`src/dma_pkg.sv`:
```
package dma_pkg;

  // Bus widths
  localparam int unsigned AddrW = 32;
  localparam int unsigned DataW = 32;

  typedef logic [AddrW-1:0] addr_t;
  typedef logic [DataW-1:0] data_t;
  // Transfer count, shared by the control register and both engine counters
  typedef logic [10:0]      count_t;
  typedef logic [7:0]       offset_t;
  typedef logic [3:0]       be_t;

  // --------------------------------------------------
  // Register map
  // --------------------------------------------------
  localparam logic [7:0] RegSrcAddr   = 8'h00;
  localparam logic [7:0] RegDstAddr   = 8'h04;
  localparam logic [7:0] RegControl   = 8'h08;
  // 0x0C is left unmapped
  localparam logic [7:0] RegInterrupt = 8'h10;
  localparam logic [7:0] RegActivate  = 8'h14;
  localparam logic [7:0] RegStatus    = 8'h18;

  // Control register fields
  localparam int unsigned CtrlSrcOffLsb = 24;
  localparam int unsigned CtrlDstOffLsb = 16;
  localparam int unsigned CtrlCountLsb  = 5;
  localparam int unsigned CtrlIrqEnBit  = 4;
  localparam int unsigned CtrlIncSrcBit = 3;
  localparam int unsigned CtrlIncDstBit = 2;
  localparam int unsigned CtrlSizeBit   = 1;
  localparam int unsigned CtrlActBit    = 0;

  // --------------------------------------------------
  // Encodings
  // --------------------------------------------------
  typedef enum logic {
    WORD = 1'b0,
    BYTE = 1'b1
  } transfer_size_t;

  typedef enum logic [1:0] {
    RCV_IDLE,
    RCV_WAIT_GNT,
    RCV_WAIT_RVALID,
    RCV_WAIT_SPACE
  } receiver_state_t;

  typedef enum logic [1:0] {
    TX_IDLE,
    TX_WAIT_INPUT,
    TX_WAIT_GNT
  } transmitter_state_t;

  localparam int unsigned FifoDepth = 2;

endpackage

```
`src/dma_cfg_if.sv`:
```
interface dma_cfg_if;

  // Configuration from the register file
  dma_pkg::addr_t          src_addr;
  dma_pkg::addr_t          dst_addr;
  dma_pkg::offset_t        src_offset;
  dma_pkg::offset_t        dst_offset;
  dma_pkg::count_t         num_transfers;
  logic                    inc_src;
  logic                    inc_dst;
  dma_pkg::transfer_size_t size;
  logic                    start;  // one-cycle pulse
  logic                    abort;  // one-cycle pulse

  // Progress reported back by the engines
  dma_pkg::count_t         rcv_count;
  dma_pkg::count_t         tx_count;
  logic                    busy;
  logic                    done;

  modport regs (
    output src_addr, dst_addr, src_offset, dst_offset, num_transfers,
    output inc_src, inc_dst, size, start, abort,
    input  rcv_count, tx_count, busy, done
  );

  modport receiver (
    input  src_addr, src_offset, num_transfers, inc_src, size, start, abort,
    output rcv_count
  );

  modport transmitter (
    input  dst_addr, dst_offset, num_transfers, inc_dst, size, start, abort,
    output tx_count, busy, done
  );

endinterface

```
`src/dma_fifo_if.sv`:
```
interface dma_fifo_if;

  // Write side
  logic           wr_en;
  dma_pkg::data_t wr_data;
  logic           full;
  logic           almost_full;

  // Read side, head is visible on rd_data
  logic           rd_en;
  dma_pkg::data_t rd_data;
  logic           empty;

  modport producer (
    output wr_en, wr_data,
    input  full, almost_full
  );

  modport consumer (
    output rd_en,
    input  rd_data, empty
  );

  modport buffer (
    input  wr_en, wr_data, rd_en,
    output full, almost_full, empty, rd_data
  );

endinterface

```
`src/dma_regs.sv`:
```
module dma_regs (
  input  logic           clk_i,
  input  logic           rst_ni,
  input  logic           reg_req_i,
  input  logic           reg_we_i,
  input  dma_pkg::addr_t reg_addr_i,
  input  dma_pkg::data_t reg_wdata_i,
  output logic           reg_gnt_o,
  output logic           reg_rvalid_o,
  output dma_pkg::data_t reg_rdata_o,
  output logic           reg_err_o,
  output logic           irq_o,
  dma_cfg_if.regs        cfg
);

  // Request captured for decoding in the response cycle
  logic           req_q;
  logic           we_q;
  dma_pkg::addr_t addr_q;
  dma_pkg::data_t wdata_q;
  logic [7:0]     reg_off;

  logic           wr_ok;
  logic           irq_en_q;
  logic           irq_q;
  logic           start_q;
  logic           abort_q;

  always_ff @(posedge clk_i) begin
    if (!rst_ni) begin
      req_q <= 1'b0;
      we_q  <= 1'b0;
    end else begin
      req_q <= reg_req_i;
      we_q  <= reg_we_i;
    end
  end

  always_ff @(posedge clk_i) begin
    addr_q  <= reg_addr_i;
    wdata_q <= reg_wdata_i;
  end

  // Always grant, bad accesses are answered with err
  assign reg_gnt_o    = reg_req_i;
  assign reg_rvalid_o = req_q;
  assign reg_off      = {addr_q[7:2], 2'b00};

  // --------------------------------------------------
  // Response decode
  // --------------------------------------------------
  always_comb begin
    reg_rdata_o = '0;
    reg_err_o   = 1'b0;
    if (req_q && we_q) begin
      if (cfg.busy && reg_off != dma_pkg::RegInterrupt) begin
        reg_err_o = 1'b1;
      end else if (!(reg_off inside {dma_pkg::RegSrcAddr, dma_pkg::RegDstAddr,
          dma_pkg::RegControl, dma_pkg::RegInterrupt, dma_pkg::RegActivate})) begin
        reg_err_o = 1'b1;
      end
    end else if (req_q) begin
      case (reg_off)
        dma_pkg::RegSrcAddr: reg_rdata_o = cfg.src_addr;
        dma_pkg::RegDstAddr: reg_rdata_o = cfg.dst_addr;
        dma_pkg::RegControl: begin
          reg_rdata_o = {cfg.src_offset, cfg.dst_offset, cfg.num_transfers, irq_en_q,
                         cfg.inc_src, cfg.inc_dst, cfg.size, cfg.busy};
        end
        dma_pkg::RegStatus: reg_rdata_o = {cfg.rcv_count, cfg.tx_count, 9'b0, cfg.busy};
        default:            reg_err_o   = 1'b1;
      endcase
    end
  end

  assign wr_ok = req_q && we_q && !reg_err_o;

  // --------------------------------------------------
  // Configuration registers and strobes
  // --------------------------------------------------
  always_ff @(posedge clk_i) begin
    if (!rst_ni) begin
      cfg.src_addr      <= '0;
      cfg.dst_addr      <= '0;
      cfg.src_offset    <= '0;
      cfg.dst_offset    <= '0;
      cfg.num_transfers <= '0;
      cfg.inc_src       <= 1'b0;
      cfg.inc_dst       <= 1'b0;
      cfg.size          <= dma_pkg::WORD;
      irq_en_q          <= 1'b0;
      start_q           <= 1'b0;
      abort_q           <= 1'b0;
    end else begin
      start_q <= 1'b0;
      abort_q <= 1'b0;
      if (wr_ok) begin
        case (reg_off)
          dma_pkg::RegSrcAddr: cfg.src_addr <= wdata_q;
          dma_pkg::RegDstAddr: cfg.dst_addr <= wdata_q;
          dma_pkg::RegControl: begin
            cfg.src_offset    <= wdata_q[dma_pkg::CtrlSrcOffLsb +: $bits(dma_pkg::offset_t)];
            cfg.dst_offset    <= wdata_q[dma_pkg::CtrlDstOffLsb +: $bits(dma_pkg::offset_t)];
            cfg.num_transfers <= wdata_q[dma_pkg::CtrlCountLsb +: $bits(dma_pkg::count_t)];
            irq_en_q          <= wdata_q[dma_pkg::CtrlIrqEnBit];
            cfg.inc_src       <= wdata_q[dma_pkg::CtrlIncSrcBit];
            cfg.inc_dst       <= wdata_q[dma_pkg::CtrlIncDstBit];
            cfg.size          <= wdata_q[dma_pkg::CtrlSizeBit] ? dma_pkg::BYTE : dma_pkg::WORD;
            start_q           <= wdata_q[dma_pkg::CtrlActBit];
          end
          dma_pkg::RegInterrupt: abort_q <= 1'b1;
          dma_pkg::RegActivate:  start_q <= 1'b1;
          default: ;
        endcase
      end
    end
  end

  assign cfg.start = start_q;
  assign cfg.abort = abort_q;

  // Interrupt flag, set on completion and dropped by the next access
  always_ff @(posedge clk_i) begin
    if (!rst_ni) begin
      irq_q <= 1'b0;
    end else if (cfg.done && irq_en_q) begin
      irq_q <= 1'b1;
    end else if (req_q) begin
      irq_q <= 1'b0;
    end
  end

  assign irq_o = irq_q;

  a_start_abort_excl: assert property (@(posedge clk_i) disable iff (!rst_ni)
    !(cfg.start && cfg.abort));

endmodule

```
`src/dma_receiver.sv`:
```
module dma_receiver (
  input  logic           clk_i,
  input  logic           rst_ni,
  dma_cfg_if.receiver    cfg,
  dma_fifo_if.producer   fifo,
  output logic           rd_req_o,
  output dma_pkg::addr_t rd_addr_o,
  input  logic           rd_gnt_i,
  input  logic           rd_rvalid_i,
  input  dma_pkg::data_t rd_rdata_i
);

  dma_pkg::receiver_state_t state_d, state_q;
  dma_pkg::addr_t           ptr_d, ptr_q;
  dma_pkg::count_t          count_d, count_q;
  dma_pkg::addr_t           step;

  assign step = (cfg.size == dma_pkg::BYTE) ? dma_pkg::addr_t'(1) : dma_pkg::addr_t'(4);

  // Request is held for as long as the FSM waits for the grant
  assign rd_req_o      = (state_q == dma_pkg::RCV_WAIT_GNT);
  assign rd_addr_o     = ptr_q;
  assign cfg.rcv_count = count_q;

  // Read data goes straight into the FIFO
  assign fifo.wr_en   = (state_q == dma_pkg::RCV_WAIT_RVALID) && rd_rvalid_i && !cfg.abort;
  assign fifo.wr_data = (cfg.size == dma_pkg::BYTE) ?
                        dma_pkg::data_t'(rd_rdata_i[{ptr_q[1:0], 3'b000} +: 8]) : rd_rdata_i;

  // --------------------------------------------------
  // Receiver FSM
  // --------------------------------------------------
  always_comb begin
    state_d = state_q;
    ptr_d   = ptr_q;
    count_d = count_q;
    case (state_q)
      dma_pkg::RCV_IDLE: begin
        if (cfg.start) begin
          ptr_d   = cfg.src_addr + dma_pkg::addr_t'(cfg.src_offset);
          count_d = dma_pkg::count_t'(1);
          state_d = dma_pkg::RCV_WAIT_GNT;
        end
      end
      dma_pkg::RCV_WAIT_GNT: begin
        if (rd_gnt_i) begin
          state_d = dma_pkg::RCV_WAIT_RVALID;
        end
      end
      dma_pkg::RCV_WAIT_RVALID: begin
        if (rd_rvalid_i) begin
          count_d = count_q + 1'b1;
          if (cfg.inc_src) begin
            ptr_d = ptr_q + step;
          end
          if (count_q == cfg.num_transfers) begin
            state_d = dma_pkg::RCV_IDLE;
          end else if (fifo.almost_full) begin
            // This push fills the last free entry
            state_d = dma_pkg::RCV_WAIT_SPACE;
          end else begin
            state_d = dma_pkg::RCV_WAIT_GNT;
          end
        end
      end
      dma_pkg::RCV_WAIT_SPACE: begin
        if (!fifo.full) begin
          state_d = dma_pkg::RCV_WAIT_GNT;
        end
      end
      default: state_d = dma_pkg::RCV_IDLE;
    endcase
    // Abort wins over every transition
    if (cfg.abort) begin
      state_d = dma_pkg::RCV_IDLE;
    end
  end

  always_ff @(posedge clk_i) begin
    if (!rst_ni) begin
      state_q <= dma_pkg::RCV_IDLE;
      ptr_q   <= '0;
      count_q <= '0;
    end else begin
      state_q <= state_d;
      ptr_q   <= ptr_d;
      count_q <= count_d;
    end
  end

  a_req_held: assert property (@(posedge clk_i) disable iff (!rst_ni)
    rd_req_o && !rd_gnt_i && !cfg.abort |=> rd_req_o && $stable(rd_addr_o));

endmodule

```
`src/dma_fifo.sv`:
```
module dma_fifo #(
  parameter int unsigned Depth = dma_pkg::FifoDepth
) (
  input logic        clk_i,
  input logic        rst_ni,
  dma_fifo_if.buffer fifo
);

  localparam int unsigned PtrW = (Depth > 1) ? $clog2(Depth) : 1;
  localparam int unsigned CntW = $clog2(Depth + 1);

  dma_pkg::data_t  mem [Depth];
  logic [PtrW-1:0] wr_ptr_q, rd_ptr_q;
  logic [CntW-1:0] count_q;

  // Wrap at the last entry
  function automatic logic [PtrW-1:0] next_ptr(logic [PtrW-1:0] ptr);
    return (ptr == PtrW'(Depth - 1)) ? '0 : ptr + 1'b1;
  endfunction

  always_ff @(posedge clk_i) begin
    if (!rst_ni) begin
      wr_ptr_q <= '0;
      rd_ptr_q <= '0;
      count_q  <= '0;
    end else begin
      if (fifo.wr_en) begin
        wr_ptr_q <= next_ptr(wr_ptr_q);
      end
      if (fifo.rd_en) begin
        rd_ptr_q <= next_ptr(rd_ptr_q);
      end
      if (fifo.wr_en && !fifo.rd_en) begin
        count_q <= count_q + 1'b1;
      end else if (fifo.rd_en && !fifo.wr_en) begin
        count_q <= count_q - 1'b1;
      end
    end
  end

  always_ff @(posedge clk_i) begin
    if (fifo.wr_en) begin
      mem[wr_ptr_q] <= fifo.wr_data;
    end
  end

  assign fifo.rd_data     = mem[rd_ptr_q];
  assign fifo.empty       = (count_q == '0);
  assign fifo.full        = (count_q == CntW'(Depth));
  assign fifo.almost_full = (count_q == CntW'(Depth - 1));

  a_no_overflow: assert property (@(posedge clk_i) disable iff (!rst_ni)
    fifo.wr_en |-> !fifo.full);
  a_no_underflow: assert property (@(posedge clk_i) disable iff (!rst_ni)
    fifo.rd_en |-> !fifo.empty);

endmodule

```
`src/dma_transmitter.sv`:
```
module dma_transmitter (
  input  logic           clk_i,
  input  logic           rst_ni,
  dma_cfg_if.transmitter cfg,
  dma_fifo_if.consumer   fifo,
  output logic           wr_req_o,
  output dma_pkg::addr_t wr_addr_o,
  output dma_pkg::be_t   wr_be_o,
  output dma_pkg::data_t wr_wdata_o,
  input  logic           wr_gnt_i
);

  dma_pkg::transmitter_state_t state_d, state_q;
  dma_pkg::addr_t              ptr_d, ptr_q;
  dma_pkg::addr_t              ptr_next;
  dma_pkg::addr_t              load_ptr;
  dma_pkg::addr_t              step;
  dma_pkg::count_t             count_d, count_q;
  dma_pkg::be_t                be_d, be_q;
  dma_pkg::data_t              wdata_d, wdata_q;
  logic                        done_d, done_q;
  logic                        pop;

  // Single lane enable for a byte address
  function automatic dma_pkg::be_t lane_be(dma_pkg::addr_t addr);
    return dma_pkg::be_t'(1) << addr[1:0];
  endfunction

  assign step     = (cfg.size == dma_pkg::BYTE) ? dma_pkg::addr_t'(1) : dma_pkg::addr_t'(4);
  assign ptr_next = cfg.inc_dst ? ptr_q + step : ptr_q;

  assign wr_req_o     = (state_q == dma_pkg::TX_WAIT_GNT);
  assign wr_addr_o    = ptr_q;
  assign wr_be_o      = be_q;
  assign wr_wdata_o   = wdata_q;
  assign fifo.rd_en   = pop;
  assign cfg.tx_count = count_q;
  assign cfg.busy     = (state_q != dma_pkg::TX_IDLE);
  assign cfg.done     = done_q;

  // --------------------------------------------------
  // Transmitter FSM
  // --------------------------------------------------
  always_comb begin
    state_d  = state_q;
    ptr_d    = ptr_q;
    count_d  = count_q;
    be_d     = be_q;
    wdata_d  = wdata_q;
    done_d   = 1'b0;
    pop      = 1'b0;
    load_ptr = ptr_q;
    case (state_q)
      dma_pkg::TX_IDLE: begin
        if (cfg.start) begin
          ptr_d   = cfg.dst_addr + dma_pkg::addr_t'(cfg.dst_offset);
          count_d = dma_pkg::count_t'(1);
          state_d = dma_pkg::TX_WAIT_INPUT;
        end
      end
      dma_pkg::TX_WAIT_INPUT: begin
        if (!fifo.empty) begin
          pop     = 1'b1;
          state_d = dma_pkg::TX_WAIT_GNT;
        end
      end
      dma_pkg::TX_WAIT_GNT: begin
        if (wr_gnt_i) begin
          count_d  = count_q + 1'b1;
          ptr_d    = ptr_next;
          load_ptr = ptr_next;
          if (count_q == cfg.num_transfers) begin
            state_d = dma_pkg::TX_IDLE;
            done_d  = 1'b1;
          end else if (!fifo.empty) begin
            // Back-to-back write, the request stays up
            pop = 1'b1;
          end else begin
            state_d = dma_pkg::TX_WAIT_INPUT;
          end
        end
      end
      default: state_d = dma_pkg::TX_IDLE;
    endcase
    if (cfg.abort) begin
      state_d = dma_pkg::TX_IDLE;
      done_d  = 1'b0;
      pop     = 1'b0;
    end
    // Popped entry becomes the next write beat
    if (pop && cfg.size == dma_pkg::BYTE) begin
      wdata_d = {4{fifo.rd_data[7:0]}};
      be_d    = lane_be(load_ptr);
    end else if (pop) begin
      wdata_d = fifo.rd_data;
      be_d    = '1;
    end
  end

  always_ff @(posedge clk_i) begin
    if (!rst_ni) begin
      state_q <= dma_pkg::TX_IDLE;
      ptr_q   <= '0;
      count_q <= '0;
      done_q  <= 1'b0;
    end else begin
      state_q <= state_d;
      ptr_q   <= ptr_d;
      count_q <= count_d;
      done_q  <= done_d;
    end
  end

  always_ff @(posedge clk_i) begin
    be_q    <= be_d;
    wdata_q <= wdata_d;
  end

endmodule

```
`src/dma.sv`:
```
module dma (
  input  logic           clk_i,
  input  logic           rst_ni,

  // Register port
  input  logic           reg_req_i,
  input  logic           reg_we_i,
  input  dma_pkg::addr_t reg_addr_i,
  input  dma_pkg::data_t reg_wdata_i,
  output logic           reg_gnt_o,
  output logic           reg_rvalid_o,
  output dma_pkg::data_t reg_rdata_o,
  output logic           reg_err_o,

  // Read manager port
  output logic           rd_req_o,
  output dma_pkg::addr_t rd_addr_o,
  input  logic           rd_gnt_i,
  input  logic           rd_rvalid_i,
  input  dma_pkg::data_t rd_rdata_i,

  // Write manager port
  output logic           wr_req_o,
  output dma_pkg::addr_t wr_addr_o,
  output dma_pkg::be_t   wr_be_o,
  output dma_pkg::data_t wr_wdata_o,
  input  logic           wr_gnt_i,

  output logic           irq_o
);

  dma_cfg_if  cfg ();
  dma_fifo_if fifo_bus ();

  dma_regs i_regs (
    .clk_i        (clk_i),
    .rst_ni       (rst_ni),
    .reg_req_i    (reg_req_i),
    .reg_we_i     (reg_we_i),
    .reg_addr_i   (reg_addr_i),
    .reg_wdata_i  (reg_wdata_i),
    .reg_gnt_o    (reg_gnt_o),
    .reg_rvalid_o (reg_rvalid_o),
    .reg_rdata_o  (reg_rdata_o),
    .reg_err_o    (reg_err_o),
    .irq_o        (irq_o),
    .cfg          (cfg.regs)
  );

  dma_receiver i_receiver (
    .clk_i       (clk_i),
    .rst_ni      (rst_ni),
    .cfg         (cfg.receiver),
    .fifo        (fifo_bus.producer),
    .rd_req_o    (rd_req_o),
    .rd_addr_o   (rd_addr_o),
    .rd_gnt_i    (rd_gnt_i),
    .rd_rvalid_i (rd_rvalid_i),
    .rd_rdata_i  (rd_rdata_i)
  );

  // Two entries let a read overlap the write that drains the previous word
  dma_fifo #(
    .Depth (dma_pkg::FifoDepth)
  ) i_fifo (
    .clk_i  (clk_i),
    .rst_ni (rst_ni),
    .fifo   (fifo_bus.buffer)
  );

  dma_transmitter i_transmitter (
    .clk_i      (clk_i),
    .rst_ni     (rst_ni),
    .cfg        (cfg.transmitter),
    .fifo       (fifo_bus.consumer),
    .wr_req_o   (wr_req_o),
    .wr_addr_o  (wr_addr_o),
    .wr_be_o    (wr_be_o),
    .wr_wdata_o (wr_wdata_o),
    .wr_gnt_i   (wr_gnt_i)
  );

endmodule

```
`config.mk`:
```
export PLATFORM = sky130hd
export DESIGN_NAME = dma
export DESIGN_NICKNAME = d
export VERILOG_FILES = /design/src/dma_pkg.sv /design/src/dma_cfg_if.sv /design/src/dma_fifo_if.sv /design/src/dma_regs.sv /design/src/dma_receiver.sv /design/src/dma_fifo.sv /design/src/dma_transmitter.sv /design/src/dma.sv
export SDC_FILE = /design/constraint.sdc
export NUM_CORES = 1
export LEC_CHECK = 0
export BUFFER_PORTS_ARGS = -buffer_cell sky130_fd_sc_hd__buf_2
export CORE_MARGIN = 5
export CORE_UTILIZATION = 35
export DETAILED_ROUTE_END_ITERATION = 8
export PLACE_DENSITY = 0.64
export SYNTH_ARGS = -nofsm -noshare
export SYNTH_HDL_FRONTEND = slang
export SYNTH_SLANG_ARGS = --single-unit
```
`constraint.sdc`:
```
create_clock -name clk_i -period 6.2 [get_ports clk_i]
set_input_delay 1.24 -clock clk_i [delete_from_list [all_inputs] [get_ports clk_i]]
set_output_delay 1.24 -clock clk_i [all_outputs]
set_load 0.01 [all_outputs]
```
==> results.cfg <==
[sta]
maxSlewHeadroom_pct = 8.69
min_period_ps = 4900
setup_violations = 0
hold_viol = 0
period_share_pct = 79.1
slew_violations = 0
finalClockSkew_ps = 24.0
rsz0062_at_grt = false
tightest_slew_ps = 1360
tns_ps = 0
max_clock_freq_ghz = 0.204

[die]
core_sq_um = 48600
start_util_pct = 35.1
die_w_um = 231
ios = 241
dieArea_sq_um = 53400
die_h_um = 231
rows = 81

[synthesis]
synth.distinct_cells = 84
async_flop_share_pct = 0
synth_nets = 1976
synth_compound_area_share_pct = 17.5
avgSynthCellArea_sq_um = 9.32
synth_fa_ha_area_share_pct = 2.87
synth_top_family_by_area = simple AND/OR/NAND/NOR gates
muxShareOfSynthArea_pct = 8.75
synthCells = 1835
ys_seq_area_share_pct = 45.0
synthSimpleGateAreaFrac_pct = 17.7
synth_xor_area_share_pct = 4.05
synth_flop_cell = dfxtp_1
synth_area_sq_um = 17100
synth_seq_cells = 334
ys_warn_count = 0
synth-edff-count = 100

[cts]
post_cts_buffers = 0
cts_buffer_depth = 3
root_buffer = clkbuf_16
ctsHtreeMaxLevel = 2
cts_tree = done
clkLatencyLatePin_ps = 560
post_cts_resized = 0
cts.sink_count = 334
clkTransAtPathRegs_ps = 60
cts_hold_buf = 0
cts_buffers = 38

[layout]
area_growth_pct = 16.7
n_fill_cell = 4754
drive_gt1_share_pct = 16.8
seqCellArea_sq_um = 7690
multi_input_area_sq_um = 8740
fin_nets = 2145
fin_util_pct = 41.0

[grt]
grt_max_degree = 61
grt_pass1_wl_um = 85800
grt.overflow.total = 0
grt_pass1_vias = 14108
grt_usage_pct = 20.4
antenna_found_initial = 4

[detailed_routing]
drc = 0
routed_via_density = 5.72
wl_um = 57000
wl_per_cell_um = 21.5
routed-via-count = 15199
first_pass_iters = 5
drt_iter0_drc = 1653
postRouteAntennaNets = 0

[pwr]
ir_worst_vdd_v = 0.000199
p_comb_share_pct = 4.2
power_density_nw_per_um2 = 242
p_int_mw = 3.72
power_switching_mw = 1.11
leakage_nw = 7.15
sequentialPowerShare_pct = 47.3
pwr-share-clk_pct = 48.4
p_sw_share_pct = 22.9
power_mw = 4.83

[critical_path]
r2r_start = i_regs.cfg.size
startpoint_type = flop
cp_max_fo = 22
crit_required_ps = 4960
rrSetupSlack_ps = 2630
arrival_ps = 3660
crit_end = reg_rdata_o[27]
end_kind = output pin
critPathLaunch = i_regs.addr_q[5]
rr_endpoint = i_receiver.rd_addr_o[28]
ff2ff_path_depth = 8
critPathKind = flop to output pin

[placed_design]
port_buffers = 214
gp_congestion = 0.919
dp_hpwl_um = 41300

[min_path]
hold_path_class = flop to flop

[status]
status = complete, no violations

[job]
max_cap_viol_count = 0
==> stage by stage <==
step / setup WS (ps) / instance area, sq um / hold slack, ps / instances
finish: 1300 / 20000 / 466 / 2655
floorplan: 1400 / 17100 / 438 / 1835
CTS: 1350 / 19900 / 462 / 2653
global route: 1180 / 19900 / 477 / 2653
global placement: 1980 / 18700 / 450 / 2586
detailed placement: 1960 / 18700 / 463 / 2586
==> power groups by stage <==
stage	clock network, mW	logic, mW	registers, mW
after detailed placement	0	0.201	2.33
final	2.34	0.205	2.29
after global routing	2.48	0.219	2.29
after CTS	2.39	0.202	2.29
after global placement	0	0.195	2.33
after floorplan	0	0.118	2.32
==> sequential cells by signal, indices dropped and copies added (netlist names), 32 cells and up, named ones only <==
| name | cells |
|---|---|
| i_transmitter.wr_addr_o | 32 |
| i_regs.cfg.src_addr | 32 |
| i_fifo.mem | 64 |
| i_regs.wdata_q | 32 |
| i_receiver.rd_addr_o | 32 |
| i_regs.cfg.dst_addr | 32 |
| i_transmitter.wr_wdata_o | 32 |
==> layout make-up <==
type	instances	area share, %
diodes	2	0.0251
clock buffers	50	5.40
clock inverters	17	1.01
inverters	51	0.972
multi-input cells	1339	43.8
flip-flops and latches	334	38.5
well taps	622	3.90
repair buffers	240	6.35
==> cell usage after synthesis (all sizes together) (34+ instances only) <==
library cell  instances  area, sq um
nor2                174          653
a22oi                66          495
nand2               143          539
nand3                56          280
inv                  50          188
o21ai               102          510
xnor2                45          394
mux2i               128         1280
edfxtp              100         3000
dfxtp               234         4680
a21oi               138          691
xor2                 34          298
nor3                 35          191
ha                   36          450
clkbuf               87          328
nand4                38          244
==> how the worst min path moves through the flow <==
stage,from,endpoint,slack [ps],cells past startpoint
floorplan,i_transmitter.cfg.done,i_regs.irq_o,440,2
global placement,i_transmitter.cfg.done,i_regs.irq_o,450,2
detailed placement,i_regs.wdata_q[12],i_regs.cfg.dst_addr[12],460,2
CTS,i_regs.wdata_q[6],i_regs.cfg.dst_addr[6],460,2
global route,i_regs.wdata_q[6],i_regs.cfg.dst_addr[6],480,2
finish,i_regs.wdata_q[6],i_regs.cfg.dst_addr[6],470,2
==> kinds of logic (layout without fill, tap and decap cells) <==
family                   after synthesis  in the layout
flip-flops                           334            334
XOR/XNOR                              79             79
buffers and inverters                162            358
other                                  0              2
AO/OA/AOI/OAI                        465            465
multiplexers                         147            147
AND/OR/NAND/NOR                      610            610
adder cells (fa/ha/maj)               38             38
==> critical path, stage by stage (launching register included) <==
cell      delay (ps)
dfxtp_1          310
or3_4            440
or3_1            450
nand2b_1         140
nand3_1          800
a21oi_1          740
buf_2            230
==> cell usage in the layout (no fill, tap or decap), drive strengths merged, types with 6 or more instances in the layout <==
cell type,n
clkbuf,50
clkinv,10
nor3,35
a21oi,138
nor3b,9
nor2b,32
o2111ai,9
nand2,143
nand3,56
nor4,25
o31a,6
xnor2,45
buf,240
o211ai,15
a211oi,14
xor2,34
o21ai,102
mux2,19
nor2,174
a31oi,16
dfxtp,234
o221ai,7
inv,52
and3,19
nand2b,9
a21o,16
o21a,9
and4,12
a22oi,66
nand4,38
a311o,9
and2,17
ha,36
edfxtp,100
or4,11
mux2i,128
or3,21
==> layer usage <==
layer	vias to the layer above	share of wire [%]	GRT usage (%)	wire length [um]
met5	-	0.049	0	28
met4	4	4.2	8.36	2370
met3	134	8.7	4.13	4970
met2	749	44	31.8	25200
met1	7200	43	27.8	24400
li1	7112	-	-	-
No activity file was read; power rests on OpenSTA's default activity.
